**config.mk**
```make
export PLATFORM = sky130hd
export DESIGN_NAME = digit_classifier
export DESIGN_NICKNAME = d
export VERILOG_FILES = /design/src/hdl/digit_pkg.sv /design/src/hdl/argmax_digit.sv /design/src/hdl/dense_layer.sv /design/src/hdl/digit_classifier.sv /design/src/hdl/mlp.sv /design/src/hdl/weight_rom.sv
export VERILOG_INCLUDE_DIRS = /design/src /design/src/include
export SDC_FILE = /design/constraint.sdc
export NUM_CORES = 1
export LEC_CHECK = 0
export BUFFER_PORTS_ARGS = -buffer_cell sky130_fd_sc_hd__buf_2
export CORE_MARGIN = 4
export CORE_UTILIZATION = 55
export CTS_CLUSTER_DIAMETER = 150
export DETAILED_ROUTE_END_ITERATION = 16
export PLACE_DENSITY = 0.75
export SLEW_MARGIN = 20
export SYNTH_ARGS = -nofsm -noshare
export SYNTH_HDL_FRONTEND = slang
export SYNTH_HIERARCHICAL = 1
export SYNTH_SLANG_ARGS = --single-unit
```
**constraint.sdc**
```tcl
create_clock -name clk -period 13.5 [get_ports clk]
set_input_delay 1.35 -clock clk [delete_from_list [all_inputs] [get_ports clk]]
set_output_delay 1.35 -clock clk [all_outputs]
set_load 0.02 [all_outputs]
```
**src/include/digit_settings.svh**
```systemverilog
`ifndef DIGIT_SETTINGS_SVH
`define DIGIT_SETTINGS_SVH

// Network shape
`define N_PIXELS 16
`define N_HIDDEN 8
`define N_OUT 10

// Data widths
`define PIXEL_W 8
`define ACT_W 16
`define ACC_W 32
`define WEIGHT_W 4

// Right shift after ReLU keeps activations in range between layers
`define ACT_SHIFT 4

`endif

```
**src/hdl/digit_pkg.sv**
```systemverilog
`default_nettype none

`include "digit_settings.svh"

package digit_pkg;

    // Averaged input pixel
    typedef logic [`PIXEL_W-1:0] pixel_t;

    // Neuron output after ReLU, shift and saturation
    typedef logic [`ACT_W-1:0] act_t;

    typedef logic signed [`ACC_W-1:0] acc_t;

    typedef logic signed [`WEIGHT_W-1:0] weight_t;

    // Predicted class, 0 to 9
    typedef logic [3:0] digit_t;

endpackage

`default_nettype wire

```
**src/hdl/argmax_digit.sv**
```systemverilog
`timescale 1ns/100ps
`default_nettype none

`include "digit_settings.svh"

module argmax_digit (
    input  logic                     clk,
    input  logic                     reset,
    input  logic                     go,
    input  logic [`N_OUT*`ACT_W-1:0] input_nums,
    output digit_pkg::digit_t        predicted,
    output logic                     done
);

    logic              busy;
    logic              take;
    digit_pkg::digit_t scan_idx;
    digit_pkg::act_t   candidate;
    digit_pkg::act_t   best_val;

    assign candidate = input_nums[scan_idx*`ACT_W +: `ACT_W];

    // Strictly greater only, so ties keep the lower index
    assign take = busy && ((scan_idx == '0) || (candidate > best_val));

    always_ff @(posedge clk) begin
        if (reset) begin
            busy      <= 1'b0;
            done      <= 1'b0;
            scan_idx  <= '0;
            predicted <= '0;
        end else begin
            done <= 1'b0;
            if (go) begin
                busy     <= 1'b1;
                scan_idx <= '0;
            end else if (busy) begin
                if (take) begin
                    predicted <= scan_idx;
                end
                if (scan_idx == 4'(`N_OUT - 1)) begin
                    busy <= 1'b0;
                    done <= 1'b1;
                end else begin
                    scan_idx <= scan_idx + 1'b1;
                end
            end
        end
    end

    always_ff @(posedge clk) begin
        if (take) begin
            best_val <= candidate;
        end
    end

    digit_in_range: assert property (@(posedge clk) disable iff (reset) predicted < `N_OUT);

endmodule

`default_nettype wire

```
**src/hdl/dense_layer.sv**
```systemverilog
`timescale 1ns/100ps
`default_nettype none

`include "digit_settings.svh"

module dense_layer #(
    parameter type in_t      = digit_pkg::pixel_t,
    parameter int  N_IN      = `N_PIXELS,
    parameter int  N_NEURONS = `N_HIDDEN,
    parameter int  LAYER     = 0
) (
    input  logic                          clk,
    input  logic                          reset,
    input  logic                          go,
    input  logic [N_IN*$bits(in_t)-1:0]   in_vec,
    output logic [N_NEURONS*`ACT_W-1:0]   out_vec,
    output logic                          done
);

    localparam int IN_W         = $bits(in_t);
    localparam int IN_IDX_W     = (N_IN > 1) ? $clog2(N_IN) : 1;
    localparam int NEURON_IDX_W = (N_NEURONS > 1) ? $clog2(N_NEURONS) : 1;
    localparam int ACT_MAX      = (1 << `ACT_W) - 1;

    logic                    busy;
    logic [IN_IDX_W-1:0]     in_idx;
    logic [NEURON_IDX_W-1:0] neuron_idx;
    logic                    last_input;
    logic                    last_neuron;
    in_t                     in_elem;
    logic signed [IN_W:0]    in_ext;
    digit_pkg::weight_t      weight;
    digit_pkg::acc_t         acc;
    digit_pkg::acc_t         product;
    digit_pkg::acc_t         acc_next;

    // ReLU, then shift, then clip to the activation width
    function automatic digit_pkg::act_t activate(input digit_pkg::acc_t sum);
        digit_pkg::acc_t shifted;
        if (sum < 0) begin
            return '0;
        end
        shifted = sum >>> `ACT_SHIFT;
        if (shifted > ACT_MAX) begin
            return '1;
        end
        return shifted[`ACT_W-1:0];
    endfunction

    weight_rom weight_rom_inst (
        .layer     (LAYER != 0),
        .neuron    (4'(neuron_idx)),
        .input_idx (5'(in_idx)),
        .weight    (weight)
    );

    assign in_elem     = in_vec[in_idx*IN_W +: IN_W];
    assign in_ext      = signed'({1'b0, in_elem});
    assign product     = in_ext * weight;
    assign last_input  = (in_idx == IN_IDX_W'(N_IN - 1));
    assign last_neuron = (neuron_idx == NEURON_IDX_W'(N_NEURONS - 1));

    // First input of each neuron starts a fresh sum
    assign acc_next = ((in_idx == '0) ? '0 : acc) + product;

    always_ff @(posedge clk) begin
        if (reset) begin
            busy       <= 1'b0;
            done       <= 1'b0;
            in_idx     <= '0;
            neuron_idx <= '0;
        end else begin
            done <= 1'b0;
            if (go) begin
                busy       <= 1'b1;
                in_idx     <= '0;
                neuron_idx <= '0;
            end else if (busy) begin
                if (last_input) begin
                    in_idx <= '0;
                    if (last_neuron) begin
                        busy       <= 1'b0;
                        done       <= 1'b1;
                        neuron_idx <= '0;
                    end else begin
                        neuron_idx <= neuron_idx + 1'b1;
                    end
                end else begin
                    in_idx <= in_idx + 1'b1;
                end
            end
        end
    end

    always_ff @(posedge clk) begin
        if (busy) begin
            acc <= acc_next;
            if (last_input) begin
                out_vec[neuron_idx*`ACT_W +: `ACT_W] <= activate(acc_next);
            end
        end
    end

    // Upstream must wait for done before the next go
    go_while_busy: assert property (@(posedge clk) disable iff (reset) go |-> !busy);

    index_range: assert property (@(posedge clk) disable iff (reset)
        busy |-> (in_idx < N_IN) && (neuron_idx < N_NEURONS));

endmodule

`default_nettype wire

```
**src/hdl/digit_classifier.sv**
```systemverilog
`timescale 1ns/100ps
`default_nettype none

`include "digit_settings.svh"

module digit_classifier (
    input  logic                          clk,
    input  logic                          reset,
    input  logic                          start,
    input  logic                          en,
    input  logic [`N_PIXELS*`PIXEL_W-1:0] averaged_pixels,
    output digit_pkg::digit_t             predict_digit,
    output logic                          done
);

    typedef enum logic [2:0] {
        ST_RESET,
        ST_IDLE,
        ST_MLP_START,
        ST_MLP_WAIT,
        ST_ARGMAX_START,
        ST_ARGMAX_WAIT,
        ST_DIGIT_OUT
    } state_t;

    state_t                      state;
    state_t                      next_state;
    logic                        mlp_go;
    logic                        mlp_done;
    logic                        mlp_done_seen;
    logic                        argmax_go;
    logic                        argmax_done;
    logic                        argmax_done_seen;
    logic [`N_OUT*`ACT_W-1:0]    output_activations;
    digit_pkg::digit_t           predicted;

    mlp mlp_inst (
        .clk                (clk),
        .reset              (reset),
        .mlp_go             (mlp_go),
        .averaged_pixels    (averaged_pixels),
        .output_activations (output_activations),
        .mlp_done           (mlp_done)
    );

    argmax_digit argmax_digit_inst (
        .clk        (clk),
        .reset      (reset),
        .go         (argmax_go),
        .input_nums (output_activations),
        .predicted  (predicted),
        .done       (argmax_done)
    );

    // Freezes with en low
    always_ff @(posedge clk) begin
        if (reset) begin
            state <= ST_RESET;
        end else if (en) begin
            state <= next_state;
        end
    end

    // Datapath keeps running while frozen, so remember a done pulse we could not act on
    always_ff @(posedge clk) begin
        if (reset) begin
            mlp_done_seen    <= 1'b0;
            argmax_done_seen <= 1'b0;
        end else begin
            if (state == ST_MLP_START) begin
                mlp_done_seen <= 1'b0;
            end else if (mlp_done) begin
                mlp_done_seen <= 1'b1;
            end
            if (state == ST_ARGMAX_START) begin
                argmax_done_seen <= 1'b0;
            end else if (argmax_done) begin
                argmax_done_seen <= 1'b1;
            end
        end
    end

    always_comb begin
        case (state)
            ST_RESET:        next_state = ST_IDLE;
            ST_IDLE:         next_state = start ? ST_MLP_START : ST_IDLE;
            ST_MLP_START:    next_state = ST_MLP_WAIT;
            ST_MLP_WAIT:     next_state = (mlp_done || mlp_done_seen) ? ST_ARGMAX_START
                                                                      : ST_MLP_WAIT;
            ST_ARGMAX_START: next_state = ST_ARGMAX_WAIT;
            ST_ARGMAX_WAIT:  next_state = (argmax_done || argmax_done_seen) ? ST_DIGIT_OUT
                                                                            : ST_ARGMAX_WAIT;
            ST_DIGIT_OUT:    next_state = ST_IDLE;
            default:         next_state = ST_RESET;
        endcase
    end

    // Digit is captured on the edge into ST_DIGIT_OUT
    always_ff @(posedge clk) begin
        if (reset) begin
            predict_digit <= '0;
        end else if (en && (state == ST_ARGMAX_WAIT) && (next_state == ST_DIGIT_OUT)) begin
            predict_digit <= predicted;
        end
    end

    // Strobes fire only on a cycle the controller advances, so each stays one cycle wide
    assign mlp_go    = en && (state == ST_MLP_START);
    assign argmax_go = en && (state == ST_ARGMAX_START);
    assign done      = en && (state == ST_DIGIT_OUT);

endmodule

`default_nettype wire

```
**src/hdl/mlp.sv**
```systemverilog
`timescale 1ns/100ps
`default_nettype none

`include "digit_settings.svh"

module mlp (
    input  logic                          clk,
    input  logic                          reset,
    input  logic                          mlp_go,
    input  logic [`N_PIXELS*`PIXEL_W-1:0] averaged_pixels,
    output logic [`N_OUT*`ACT_W-1:0]      output_activations,
    output logic                          mlp_done
);

    // Held in the hidden layer output registers until the next image
    logic [`N_HIDDEN*`ACT_W-1:0] hidden_activations;
    logic                        hidden_done;

    dense_layer #(
        .in_t      (digit_pkg::pixel_t),
        .N_IN      (`N_PIXELS),
        .N_NEURONS (`N_HIDDEN),
        .LAYER     (0)
    ) hidden_layer_inst (
        .clk     (clk),
        .reset   (reset),
        .go      (mlp_go),
        .in_vec  (averaged_pixels),
        .out_vec (hidden_activations),
        .done    (hidden_done)
    );

    // Output layer starts the cycle the hidden layer finishes
    dense_layer #(
        .in_t      (digit_pkg::act_t),
        .N_IN      (`N_HIDDEN),
        .N_NEURONS (`N_OUT),
        .LAYER     (1)
    ) output_layer_inst (
        .clk     (clk),
        .reset   (reset),
        .go      (hidden_done),
        .in_vec  (hidden_activations),
        .out_vec (output_activations),
        .done    (mlp_done)
    );

endmodule

`default_nettype wire

```
**src/hdl/weight_rom.sv**
```systemverilog
`timescale 1ns/100ps
`default_nettype none

`include "digit_settings.svh"

module weight_rom (
    input  logic               layer,
    input  logic [3:0]         neuron,
    input  logic [4:0]         input_idx,
    output digit_pkg::weight_t weight
);

    logic [7:0]        index_sum;
    logic [3:0]        residue;
    logic signed [4:0] centred;

    // Largest sum of 7*15 + 3*31 + 5 still fits in 8 bits
    assign index_sum = 8'(neuron) * 8'd7 + 8'(input_idx) * 8'd3 + (layer ? 8'd5 : 8'd0);

    assign residue = 4'(index_sum % 8'd9);

    // Shift 0..8 down to -4..+4
    assign centred = signed'({1'b0, residue}) - 5'sd4;

    assign weight = centred[`WEIGHT_W-1:0];

endmodule

`default_nettype wire

```
* Yosys cells after proc, flatten, opt, wreduce, memory -nomap -nowiden
Cells that the tools add are included.
** Storage, ports and cells
- Bits in registers :: 405
- Input port bits :: 132
- Output and inout bits :: 5
- Logic and storage cells :: 152
** Cells by class
- Add/sub/neg operators :: 14
- Multipliers :: 6
- Divide/modulo/power cells :: 2
- Magnitude comparators :: 5
- Equal/unequal tests :: 12
- Shifts and indexed selects :: 7
- Mux-type cells :: 52
- Bitwise gates (word level) :: 7
- Reductions and logical operators :: 26
** Operator list (count)
- two-way mux 16 bit :: 12
- bitwise mux 160 bit :: 1
- variable shift 16 x 34 -> 160 bit (first input constant) :: 1
- indexed part select 16 x 34 -> 160 bit :: 1
- indexed part select 160 x 9 -> 16 bit :: 1
- bitwise mux 128 bit :: 1
- variable shift 16 x 34 -> 128 bit (first input constant) :: 1
- indexed part select 128 x 8 -> 16 bit :: 1
- indexed part select 128 x 8 -> 8 bit :: 1
- indexed part select 16 x 34 -> 128 bit :: 1
- adder 32 bit :: 2
- less-than comparator 32 x 1 -> 1 bit (second input constant) :: 2
- two-way mux 32 bit :: 2
- greater-than comparator 28 x 17 -> 1 bit (second input constant) :: 2
- negation 7 -> 34 bit :: 1
- negation 8 -> 34 bit :: 1
- two-way mux 1 bit :: 28
- multiplier 17 x 4 -> 21 bit :: 1
- equality test 3 bit (second input constant) :: 6
- one-hot mux 3 bit (6 select lines) :: 1
- adder 7 x 7 -> 8 bit :: 2
- greater-than comparator 16 bit :: 1
- remainder unit 8 x 4 -> 8 bit (second input constant) :: 2
- multiplier 9 x 4 -> 13 bit :: 1
- other kinds (24) :: 58

* Logic depth before layout (Yosys ltp)
Gate-level depths: netlist of the first run.
- Depth after elaboration :: 20
- Depth in mapped cells :: 59
- Depth with buffers taken out :: 56

* Modules after synthesis
Netlist of the first run, hierarchy kept.
** Modules (own cells, without submodules)
- dense_layer (mlp_inst.output_layer_inst) :: times used 1, cells each 1117, area each 12570.8 um^2, sequential area each 5945.7 um^2
- dense_layer (mlp_inst.hidden_layer_inst) :: times used 1, cells each 928, area each 10712.8 um^2, sequential area each 4984.8 um^2
- argmax_digit :: times used 1, cells each 255, area each 2700.1 um^2, sequential area each 680.7 um^2
- weight_rom (mlp_inst.output_layer_inst.weight_rom_inst) :: times used 1, cells each 199, area each 1487.7 um^2, sequential area each 0.0 um^2
- weight_rom (mlp_inst.hidden_layer_inst.weight_rom_inst) :: times used 1, cells each 174, area each 1441.4 um^2, sequential area each 0.0 um^2
- digit_classifier :: times used 1, cells each 56, area each 471.7 um^2, sequential area each 180.2 um^2

* Least setup slack after synthesis of the first run
OpenSTA, ideal clock, no wires.
- Kind :: register to register
- Start :: register mlp_inst.output_layer_inst.neuron_idx[1]
- End :: register mlp_inst.output_layer_inst.out_vec[100] (data pin)
- Library setup time :: 270 ps
- Arrival time :: 12550 ps
- Required time :: 13230 ps
- Slack :: 679 ps
- Stages on the path, launching flop included :: 59
- Buffers on the path :: 5
- Period minus slack after synthesis :: 12821 ps
- Path through :: dfxtp_1 > inv_1 > fa_1 > fa_1 > inv_1 > fa_1 > ha_1 > inv_1 > fa_1 > nand2b_1 > a21oi_1 > xnor2_1 > clkbuf_1 > a21oi_1 > a2bb2oi_1 > o21ai_0 > nor2_1 > ha_1 > [23 not listed] > a31oi_1 > nor2b_1 > nor2_1 > xnor2_1 > ha_1 > inv_1 > nor3_1 > nand3_1 > a211oi_1 > o21ai_0 > o21ai_1 > a21boi_0 > xnor2_1 > nand4bb_1 > nor4_4 > buf_4 > buf_4 > a21oi_1
** Between the ends
- Word-level cells in the longest chain between the ends :: 18
- Elaborated cells on any way between the ends :: 25
- Classes of those cells :: 5 x add/sub; 2 x mul; 1 x div; 2 x order compare; 2 x shift; 13 x mux
** RTL lines
- from (decl) :: line dense_layer.sv:27 : logic [NEURON_IDX_W-1:0] neuron_idx;
- from (signal assigned) :: line dense_layer.sv:86 : neuron_idx <= neuron_idx + 1'b1;
- multiplier 4 x 3 -> 7 bit (*) :: line weight_rom.sv:18 : assign index_sum = 8'(neuron) * 8'd7 + 8'(input_idx) * 8'd3 + (layer ? 8'd5 : 8'd0);
- adder 7 x 7 -> 8 bit (*) :: line weight_rom.sv:18
- adder 8 x 3 -> 8 bit (*) :: line weight_rom.sv:18
- remainder unit 8 x 4 -> 8 bit (*) :: line weight_rom.sv:20 : assign residue = 4'(index_sum % 8'd9);
- subtractor 4 x 3 -> 4 bit (*) :: line weight_rom.sv:23 : assign centred = signed'({1'b0, residue}) - 5'sd4;
- net mlp_inst.output_layer_inst.weight[3] :: line dense_layer.sv:32 : digit_pkg::weight_t weight;
- multiplier 17 x 4 -> 21 bit (*) :: line dense_layer.sv:59 : assign product = in_ext * weight;
- adder 32 bit (*) :: line dense_layer.sv:64 : assign acc_next = ((in_idx == '0) ? '0 : acc) + product;
- net mlp_inst.output_layer_inst.acc_next[30] :: line dense_layer.sv:35 : digit_pkg::acc_t acc_next;
- [3 not listed]
- two-way mux 1 bit :: line dense_layer.sv:98 : if (last_input) begin
- two-way mux 1 bit :: line dense_layer.sv:96 : if (busy) begin
- two-way mux 16 bit :: line dense_layer.sv:47 : return shifted[`ACT_W-1:0];
- two-way mux 16 bit (*) :: line dense_layer.sv:43 : shifted = sum >>> `ACT_SHIFT;
- two-way mux 16 bit (*) :: line dense_layer.sv:98
- two-way mux 16 bit (*) :: line dense_layer.sv:96
- indexed part select 16 x 34 -> 160 bit (*) :: line dense_layer.sv:99 : out_vec[neuron_idx*`ACT_W +: `ACT_W] <= activate(acc_next);
- bitwise mux 160 bit (*) :: line dense_layer.sv:99
- to (signal, indexed assignment) :: line dense_layer.sv:99
- to (decl) :: line dense_layer.sv:16 : output logic [N_NEURONS*`ACT_W-1:0] out_vec,
The timed path passes the listed nets; every way through them passes the cells marked *. The select of a mux whose other input is x is not followed.
A chain may end at the register's enable or synchronous reset.

* Final worst setup path of the first run
- Start :: register mlp_inst.output_layer_inst.neuron_idx[0]
- End :: register mlp_inst.output_layer_inst.out_vec[107] (data pin)
The elaborated chain is that of the path after synthesis.

==> results_dict.tcl, run 1 <==
set metrics [dict create \
    relSlewSlack_pct 17.2 \
    die_w_um 239 \
    drive_gt1_share_pct 18.7 \
    grt_overflow_total 0 \
    grtUsageMet1_pct 31.5 \
    gp_congestion 0.926 \
    leakage_nw 13.0 \
    cts_buffers 43 \
    combPwrFrac_pct 62.5 \
    p_seq_share_pct 21.6 \
    sw_frac_of_total_pct 48.9 \
    grt_util_met3_pct 2.64 \
    tightest_slew_ns 1.24 \
    pin_count 137 \
    crit_path_end_kind "flop" \
    portBuffers 136 \
    final_cell_mix "a21oi_1, edfxtp_1, ha_1, inv_1, nand2_1" \
    power_w 0.00708 \
    clk_path_buf_depth 3 \
    holdWs_ns 0.468 \
    track_usage_pct 24.8 \
    fmax_ghz 0.0770 \
    yosysUniqueCellTypes 119 \
    hold_buffers 0 \
    clk_pin_slew_ns 0.06 \
    place_hpwl_mm 50.8 \
    mostFrequentLayoutCell "a21oi_1" \
    synthArstFlopShare_pct 0 \
    worstSetupStartpointType "flop" \
    p_sw_w 0.00346 \
    fin_area_um2 32700 \
    ir_drop_uv 200 \
    die_h_um 239 \
    vias 22373 \
    synth_edf_count 368 \
    power_density_nw_per_um2 217 \
    final_nets 3242 \
    cp.arrival_ns 13.31 \
    yosysSeqAreaShare_pct 40.1 \
    syn_inst 2729 \
    cp_slowest_stage_delay_ns 0.56 \
    cp_common_cell "fa_1" \
    route.detailed.drc 0 \
    cp_top_family "adder cells" \
    clockPowerShare_pct 15.9 \
    clk_latency_ns 0.58 \
    cts_root_buffer "clkbuf_16" \
    avgSynthCellArea_um2 10.8 \
    p_int_w 0.00362 \
    dpl_cell_area_um2 30700 \
    utilization_pct 62.0 \
    first_pass_iters 6 \
    ff2ff_setup_slack_ns 0.51 \
    worstHoldPathType "reg2reg" \
    viasPerCell 6.26 \
    use_met2_pct 44.7 \
    setup_viol_count_final 0 \
    skew_ns 0.0366 \
    busiest_layer "met2" \
    yosys_warnings 6 \
    start_util_pct 55.7 \
    fillers 4140 \
    hold_violations 0 \
    fp.coreArea_um2 52800 \
    cts_tree "built" \
    grt_first_pass_wirelength_mm 116 \
    area_growth_syn_to_layout_pct 11.3 \
    path_class "reg2reg" \
    status "completed" \
    ys_seq_elements 405 \
    worstPathMaxFanout 19 \
    maxCapViolCount 0 \
    cp.required_ns 13.82 \
    period_share_pct 96.2 \
    crit_slowest_cell "fa_1" \
    wl_mm 74.9 \
    drtIter0Drc 1934 \
    diodes 0 \
    rows 84 \
    avgRoutedWirePerCell_um 21.0 \
    crit_buf_inv 10 \
    ant_nets 0 \
    first_global_vias 22220 \
    syn-cell-area_um2 29400 \
    dieArea_um2 57200 \
    drv_slew 0 \
    cts.sinks 405 \
    cts_max_level 2 \
    period_needed_ns 12.99 \
    antenna_found_initial 0 \
    grt_max_degree 129 \
    ys.flop_type "edfxtp_1" \
]
-- final timing paths --
path,end,cells after the start,from
min,mlp_inst/output_layer_inst/busy$_SDFF_PP0_,2,mlp_inst/hidden_layer_inst/done$_SDFF_PP0_
max reg2reg,mlp_inst/output_layer_inst/out_vec[107]$_DFFE_PP_,56,mlp_inst/output_layer_inst/neuron_idx[0]$_SDFFE_PP0P_
max,mlp_inst/output_layer_inst/out_vec[107]$_DFFE_PP_,56,mlp_inst/output_layer_inst/neuron_idx[0]$_SDFFE_PP0P_
min reg2reg,mlp_inst/output_layer_inst/busy$_SDFF_PP0_,2,mlp_inst/hidden_layer_inst/done$_SDFF_PP0_
-- metal layers --
metal / vias to the layer above / share of wire, %
met2: 895 / 52
met1: 10970 / 39
met3: 165 / 5.8
met4: 0 / 3.2
met5: - / 0
li1: 10343 / -
-- what timing repair did --
item | CTS | global route
setup buffers | 3 | 15
pin swaps | 1 | 13
cloned | 0 | 12
endpoints found under the setup margin | 160 | 291
resized for setup | 2 | 80
-- power groups by stage --
stage	sequential, W	combinational, W	clock, W
detailed placement	0.00156	0.00421	0
CTS	0.00153	0.00426	0.00114
finish	0.00153	0.00442	0.00113
floorplan	0.00155	0.00304	0
global placement	0.00156	0.00406	0
global route	0.00153	0.00483	0.00120
-- layout make-up --
cell class	instances	area, um2	share of cell area (%)
timing repair buffer	231	1600	4.88
multi-input combinational	1994	16500	50.3
tap	688	861	2.63
sequential	405	11800	36.1
inverter	180	676	2.07
clock inverter	22	201	0.616
clock buffer	55	1120	3.43
-- state kept, by name, indices dropped and copies added, names as in the netlist, 3 cells and up --
name / flops
argmax_digit_inst/best_val: 16
argmax_digit_inst/predicted: 4
argmax_digit_inst/scan_idx: 4
mlp_inst/hidden_layer_inst/acc: 32
mlp_inst/hidden_layer_inst/in_idx: 4
mlp_inst/hidden_layer_inst/neuron_idx: 3
mlp_inst/hidden_layer_inst/out_vec: 128
mlp_inst/output_layer_inst/acc: 32
mlp_inst/output_layer_inst/in_idx: 3
mlp_inst/output_layer_inst/neuron_idx: 4
mlp_inst/output_layer_inst/out_vec: 160
predict_digit: 4
state: 3
-- cells in the mapped netlist, drive strengths merged (9+ instances only) --
cell	instances	share of area, %
dfxtp	37	2.5
a211o	9	0.30
nor3	54	0.94
inv	179	2.3
nand2b	40	0.86
xnor2	67	2.0
a21o	45	1.2
or3	19	0.41
o211ai	15	0.42
and3	16	0.34
or2	10	0.21
xor2	29	0.89
nor3b	16	0.43
nor2	151	1.9
nand2	155	2.0
nand4	20	0.49
o21ai	75	1.3
o21bai	18	0.47
mux2i	54	1.8
a21oi	420	7.2
nor4	12	0.36
and2	91	1.9
o21a	15	0.38
buf	65	1.9
edfxtp	368	38
a31oi	15	0.37
nand3	46	0.82
nor2b	58	1.2
a211oi	43	1.3
fa	70	4.8
ha	185	7.9
clkbuf	97	1.2
mux4	103	7.9
-- logic make-up (layout without fill, tap and decap cells) --
group,Yosys count,in the layout,synth area share (%)
multiplexers,161,161,9.89
buffers and inverters,342,488,5.40
XOR/XNOR,98,99,3.04
other,3,14,0.0383
adder cells (fa/ha/maj),255,255,12.6
AO/OA/AOI/OAI,744,744,15.9
AND/OR/NAND/NOR,721,721,12.9
flip-flops,405,405,40.1
-- through the flow --
step,setup WS [ns],setup TNS [ns],std cells
finish,0.508,0,3575
global route,-0.159,-21.13,3575
CTS,0.0449,0,3548
detailed placement,-0.546,-63.51,3468
global placement,-0.173,-19.34,3468
floorplan,0.679,0,2740
-- worst register-to-register path: cells and delay by family (launching register included) --
kind            cells  cell delay [ns]
fa+ha+maj          12             5.03
compound gates     20             3.93
simple gates       12             1.91
buf+inv            10             1.21
flops               1             0.33
xor+xnor            2             0.31
Note: power is estimated with default switching activity, not from simulation.
==> run 2: changes to the inputs <==
--- a/config.mk
+++ b/config.mk
@@ -6,10 +6,11 @@
 export SDC_FILE = /design/constraint.sdc
 export NUM_CORES = 1
 export LEC_CHECK = 0
-export BUFFER_PORTS_ARGS = -buffer_cell sky130_fd_sc_hd__buf_2
+export BUFFER_PORTS_ARGS = -buffer_cell sky130_fd_sc_hd__buf_4
 export CORE_MARGIN = 4
 export CORE_UTILIZATION = 55
 export CTS_CLUSTER_DIAMETER = 150
+export CTS_CLUSTER_SIZE = 10
 export DETAILED_ROUTE_END_ITERATION = 16
 export PLACE_DENSITY = 0.75
 export SLEW_MARGIN = 20
==> constraint.sdc (replaced) <==
create_clock -name clk -period 11.93 [get_ports clk]
set_input_delay 1.193 -clock clk [delete_from_list [all_inputs] [get_ports clk]]
set_output_delay 1.193 -clock clk [all_outputs]
set_load 0.02 [all_outputs]
==> run 2 against run 1 <==
Net effect: critical path depth rose by 4; wire length grew 17%; critical path type unchanged; the run now ends with capacitance limit, slew limit, setup timing left; maximum frequency up 4.9%.
==> results_dict.tcl, run 2 (synthesis gave the netlist of run 1 again) <==
set metrics [dict create \
    rows 84 \
    p_int_w 0.00488 \
    clk_pin_slew_ns 0.06 \
    fp.coreArea_um2 52800 \
    status "finished with violations" \
    cp.depth 60 \
    p_sw_w 0.00516 \
    clk_latency_ns 0.61 \
    worst_slack_ns -0.452 \
    final_nets 3513 \
    antenna_found_initial 0 \
    crit_path_end_kind "flop" \
    grt_util_met3_pct 3.48 \
    cts_tree "built" \
    hold_violations 0 \
    rr_worst_depth 60 \
    dieArea_um2 57200 \
    route.detailed.drc 0 \
    first_global_vias 24671 \
    cts_max_level 2 \
    pre_cts_slack_ns -0.504 \
    cp_slowest_stage_delay_ns 0.55 \
    drv_slew 22 \
    skew_ns 0.0645 \
    cp.arrival_ns 12.73 \
    utilization_pct 72.6 \
    worstSetupStartpointType "flop" \
    diodes 0 \
    cp_top_family "adder cells" \
    start_util_pct 55.7 \
    tightest_slew_ns 1.51 \
    grt_overflow_total 0 \
    rsz0062_at_grt "true" \
    avgRoutedWirePerCell_um 22.7 \
    cp.required_ns 12.28 \
    worstPathMaxFanout 7 \
    ir_drop_uv 466 \
    period_share_pct 104 \
    pin_count 137 \
    period_needed_ns 12.38 \
    clockPowerShare_pct 13.0 \
    setup_viol_count_final 278 \
    die_h_um 239 \
    gp_congestion 0.898 \
    final_cell_mix "buf_4, edfxtp_1, a21oi_2, ha_1, inv_1" \
    die_w_um 239 \
    grt_first_pass_wirelength_mm 130 \
    drtIter0Drc 1950 \
    mostFrequentLayoutCell "buf_4" \
    viasPerCell 6.34 \
    ant_nets 0 \
    portBuffers 136 \
    wl_mm 87.3 \
    vias 24348 \
    first_pass_iters 5 \
    use_met2_pct 52.3 \
    drive_gt1_share_pct 37.9 \
    place_hpwl_mm 52.9 \
    path_class "reg2reg" \
    p_seq_share_pct 17.3 \
    cts_buffers 46 \
    busiest_layer "met2" \
    power_density_nw_per_um2 262 \
    cts_root_buffer "clkbuf_16" \
    leakage_nw 14.8 \
    combPwrFrac_pct 69.7 \
    grt_max_degree 45 \
    maxCapViolCount 2 \
    largest_reg_flops 160 \
    worstHoldPathType "reg2reg" \
    fmax_ghz 0.0808 \
    track_usage_pct 28.2 \
    cts.sinks 405 \
    regMostFlops "mlp_inst/output_layer_inst/out_vec" \
    grtUsageMet1_pct 33.5 \
    area_growth_syn_to_layout_pct 30.4 \
    crit_slowest_cell "fa_1" \
    relSlewSlack_pct -0.810 \
    clk_path_buf_depth 3 \
    fillers 3377 \
    largestRegisters "mlp_inst/output_layer_inst/out_vec x160, mlp_inst/hidden_layer_inst/out_vec x128" \
    sw_frac_of_total_pct 51.4 \
    failed_checks "capacitance limit, slew limit, setup timing" \
    hold_path_depth 2 \
    crit_buf_inv 14 \
]
[run 2: per-layer routing]
layer / up-vias / share of wire [%]
met5: - / 0
met4: 0 / 4.0
met3: 259 / 6.0
met2: 1096 / 53
met1: 12123 / 37
li1: 10870 / -
[run 2: final cells by class]
class	instances	area, um2	share of cell area, %
timing repair buffer	500	4880	12.7
clock inverter	4	77.6	0.202
sequential	405	11800	30.8
clock buffer	72	1250	3.26
tap	688	861	2.25
multi-input combinational	1993	18800	49.0
inverter	180	681	1.78
[run 2: power groups by stage]
stage	logic, W	clock network [W]	registers (W)
2_1_floorplan	0.00349	0	0.00176
3_3_place_gp	0.00510	0	0.00176
3_5_place_dp	0.00527	0	0.00176
4_1_cts	0.00583	0.00130	0.00173
5_1_grt	0.00748	0.00138	0.00174
6_report	0.00700	0.00131	0.00174
[run 2: what timing repair did]
item / in CTS / in global routing
buffers inserted: 57 / 33
endpoints found under the setup margin: 288 / 293
resized for setup: 317 / 311
pin swaps: 83 / 65
cloned: 28 / 9
hold buffers: 0 / 0
[run 2: path summary, 6_finish.rpt]
kind	from	to	slack, ns
worst max-delay path	mlp_inst/output_layer_inst/in_idx[1]$_SDFFE_PP0P_	mlp_inst/output_layer_inst/out_vec[119]$_DFFE_PP_	-0.45
worst min-delay path	argmax_digit_inst/predicted[1]$_SDFFE_PP0P_	predict_digit[1]$_SDFFE_PP0P_	0.47
worst max register to register	mlp_inst/output_layer_inst/in_idx[1]$_SDFFE_PP0P_	mlp_inst/output_layer_inst/out_vec[119]$_DFFE_PP_	-0.45
worst min register to register	argmax_digit_inst/predicted[1]$_SDFFE_PP0P_	predict_digit[1]$_SDFFE_PP0P_	0.47
[run 2: tightest hold or removal path, stage by stage (launching register included)]
cell and delay (ns):
dfxtp_1 0.31, nand3_1 0.06, a21oi_1 0.05
[run 2: through the flow]
stage / hold WS (ns) / instance area [um2] / cells / total power (W) / setup TNS, ns
after floorplan: 0.429 / 29700 / 2740 / 0.00525 / 0
after global placement: 0.452 / 32800 / 3656 / 0.00686 / -52.98
after detailed placement: 0.461 / 32800 / 3656 / 0.00704 / -126.39
after CTS: 0.470 / 36700 / 3817 / 0.00886 / -31.06
after global routing: 0.489 / 38300 / 3842 / 0.0106 / -206.98
final: 0.467 / 38300 / 3842 / 0.0100 / -65.27
==> run 3: changes to the inputs <==
--- a/config.mk
+++ b/config.mk
@@ -13,6 +13,7 @@
 export CTS_CLUSTER_SIZE = 10
 export DETAILED_ROUTE_END_ITERATION = 16
 export PLACE_DENSITY = 0.75
+export SKIP_LAST_GASP = 1
 export SLEW_MARGIN = 20
 export SYNTH_ARGS = -nofsm -noshare
 export SYNTH_HDL_FRONTEND = slang
==> run 3 against run 2 <==
Net effect: the run still ends with capacitance limit, slew limit, setup timing left; register-to-register slack better by 0.10 ns; via count is 0.59% lower; hold slack better by 0.0041 ns.
==> results_dict.tcl, run 3 (synthesis gave the netlist of run 1 again) <==
set metrics [dict create \
    status "finished with violations" \
    failed_checks "capacitance limit, slew limit, setup timing" \
    cp_slowest_stage_delay_ns 0.55 \
    maxCapViolCount 2 \
    drtIter0Drc 1960 \
    pin_count 137 \
    period_needed_ns 12.28 \
    crit_path_end_kind "flop" \
    antenna_found_initial 0 \
    period_share_pct 103 \
    start_util_pct 55.7 \
    ir_drop_uv 457 \
    cts.sinks 405 \
    fin_area_um2 38200 \
    clk_latency_ns 0.61 \
    min-delay-start "argmax_digit_inst/predicted[1]$_SDFFE_PP0P_" \
    relSlewSlack_pct -3.00 \
    utilization_pct 72.3 \
    drv_slew 10 \
    final_cell_mix "buf_4, edfxtp_1, a21oi_2, ha_1, inv_1" \
    place_hpwl_mm 52.9 \
    clk_path_buf_depth 3 \
    grt_max_degree 45 \
    placed_cells 3656 \
    cts_max_level 2 \
    cts_tree "built" \
    cts_root_buffer "clkbuf_16" \
    worst_slack_ns -0.349 \
    final_nets 3508 \
    cp.arrival_ns 12.63 \
    dieArea_um2 57200 \
    avgRoutedWirePerCell_um 22.6 \
    rsz0062_at_grt "true" \
    fp.coreArea_um2 52800 \
    setup.worst_path.start "mlp_inst/output_layer_inst/in_idx[1]$_SDFFE_PP0P_" \
    fmax_ghz 0.0814 \
    leakage_nw 14.7 \
    die_w_um 239 \
    power_density_nw_per_um2 262 \
    fillers 3376 \
    setup_viol_count_final 288 \
    gp_congestion 0.898 \
    rows 84 \
    largest_reg_flops 160 \
    portBuffers 136 \
    largestRegisters "mlp_inst/output_layer_inst/out_vec x160, mlp_inst/hidden_layer_inst/out_vec x128" \
    cp.required_ns 12.28 \
    dpl_cell_area_um2 32800 \
    crit_slowest_cell "fa_1" \
    track_usage_pct 28.3 \
    ant_nets 0 \
    grt_first_pass_wirelength_mm 131 \
    tightest_slew_ns 1.54 \
    hold_violations 0 \
    worstHoldPathType "reg2reg" \
    wl_mm 86.7 \
    first_global_vias 24753 \
    cts_buffers 46 \
    viasPerCell 6.31 \
    worstPathMaxFanout 7 \
    path_class "reg2reg" \
    skew_ns 0.0601 \
    first_pass_iters 7 \
    route.detailed.drc 0 \
    area_growth_syn_to_layout_pct 29.9 \
    worstSetupStartpointType "flop" \
    die_h_um 239 \
    drive_gt1_share_pct 37.4 \
    mostFrequentLayoutCell "buf_4" \
    seq_area_um2 11800 \
    grt_overflow_total 0 \
    clk_pin_slew_ns 0.06 \
    regMostFlops "mlp_inst/output_layer_inst/out_vec" \
    vias 24205 \
    multi_input_area_um2 18700 \
    fin_cells 3837 \
    r2r_start "mlp_inst/output_layer_inst/in_idx[1]$_SDFFE_PP0P_" \
    diodes 0 \
]
run 3: cell types whose count changed in the layout (fill, tap and decap cells not counted), moves of 2 or more:
cell / change
nor2_2: -2
a21oi_4: -4
buf_4: -3
nor2_1: +2
a21oi_2: +4
run 3: area by class of cell:
class	count	area share, %
clock buffers	72	3.27
flip-flops and latches	405	31.0
inverters	180	1.78
repair buffers	495	12.6
clock inverters	4	0.203
well taps	688	2.26
multi-input cells	1993	48.9
run 3: critical path, delay by kind of cell, from the launching register on:
| kind | cells | cell delay, ns |
|---|---|---|
| xor+xnor | 2 | 0.23 |
| mux | 1 | 0.39 |
| fa+ha+maj | 12 | 4.70 |
| compound gates | 22 | 3.58 |
| buf+inv | 12 | 1.42 |
| simple gates | 8 | 1.38 |
| flops | 1 | 0.33 |
run 3: per-stage QoR:
step           hold slack [ns]  worst slack (ns)  TNS, ns  total power (W)
2_1_floorplan            0.429           0.00885        0          0.00525
6_report                 0.471            -0.349   -56.09          0.00998
3_5_place_dp             0.461            -0.504  -126.39          0.00704
5_1_grt                  0.502            -0.951  -203.24           0.0105
4_1_cts                  0.470            -0.173   -31.30          0.00886
3_3_place_gp             0.452            -0.256   -52.98          0.00686
run 3: per-layer routing:
layer  wire length [um]  GRT usage (%)  vias to the layer above
li1                   -              -                    10875
met1              32200           33.7                    12024
met2              46100           52.4                     1064
met3               5100           3.76                      242
met4               3210           10.2                        0
met5                  0              0                        -
run 3: what timing repair did:
action / 4_1_cts / 5_1_grt
cloned: 28 / 8
buffers inserted: 57 / 29
endpoints found under the hold margin: 0 / 0
gates resized for setup: 312 / 292
setup endpoints to repair: 288 / 294
hold buffers: 0 / 0
pin swaps: 83 / 63
run 3: power by group:
group | leakage [nW] | switching, W | total [W] | internal (W)
logic | 10.4 | 0.00452 | 0.00693 | 0.00241
registers | 3.73 | 0.0000132 | 0.00174 | 0.00172
clock network | 0.629 | 0.000588 | 0.00131 | 0.000722
run 3: path summary, 6_finish.rpt:
check | depth (start not counted) | slack [ns] | end
setup / recovery | 57 | -0.35 | mlp_inst/output_layer_inst/out_vec[95]$_DFFE_PP_
hold / removal | 2 | 0.47 | predict_digit[1]$_SDFFE_PP0P_
setup reg to reg | 57 | -0.35 | mlp_inst/output_layer_inst/out_vec[95]$_DFFE_PP_
hold reg to reg | 2 | 0.47 | predict_digit[1]$_SDFFE_PP0P_
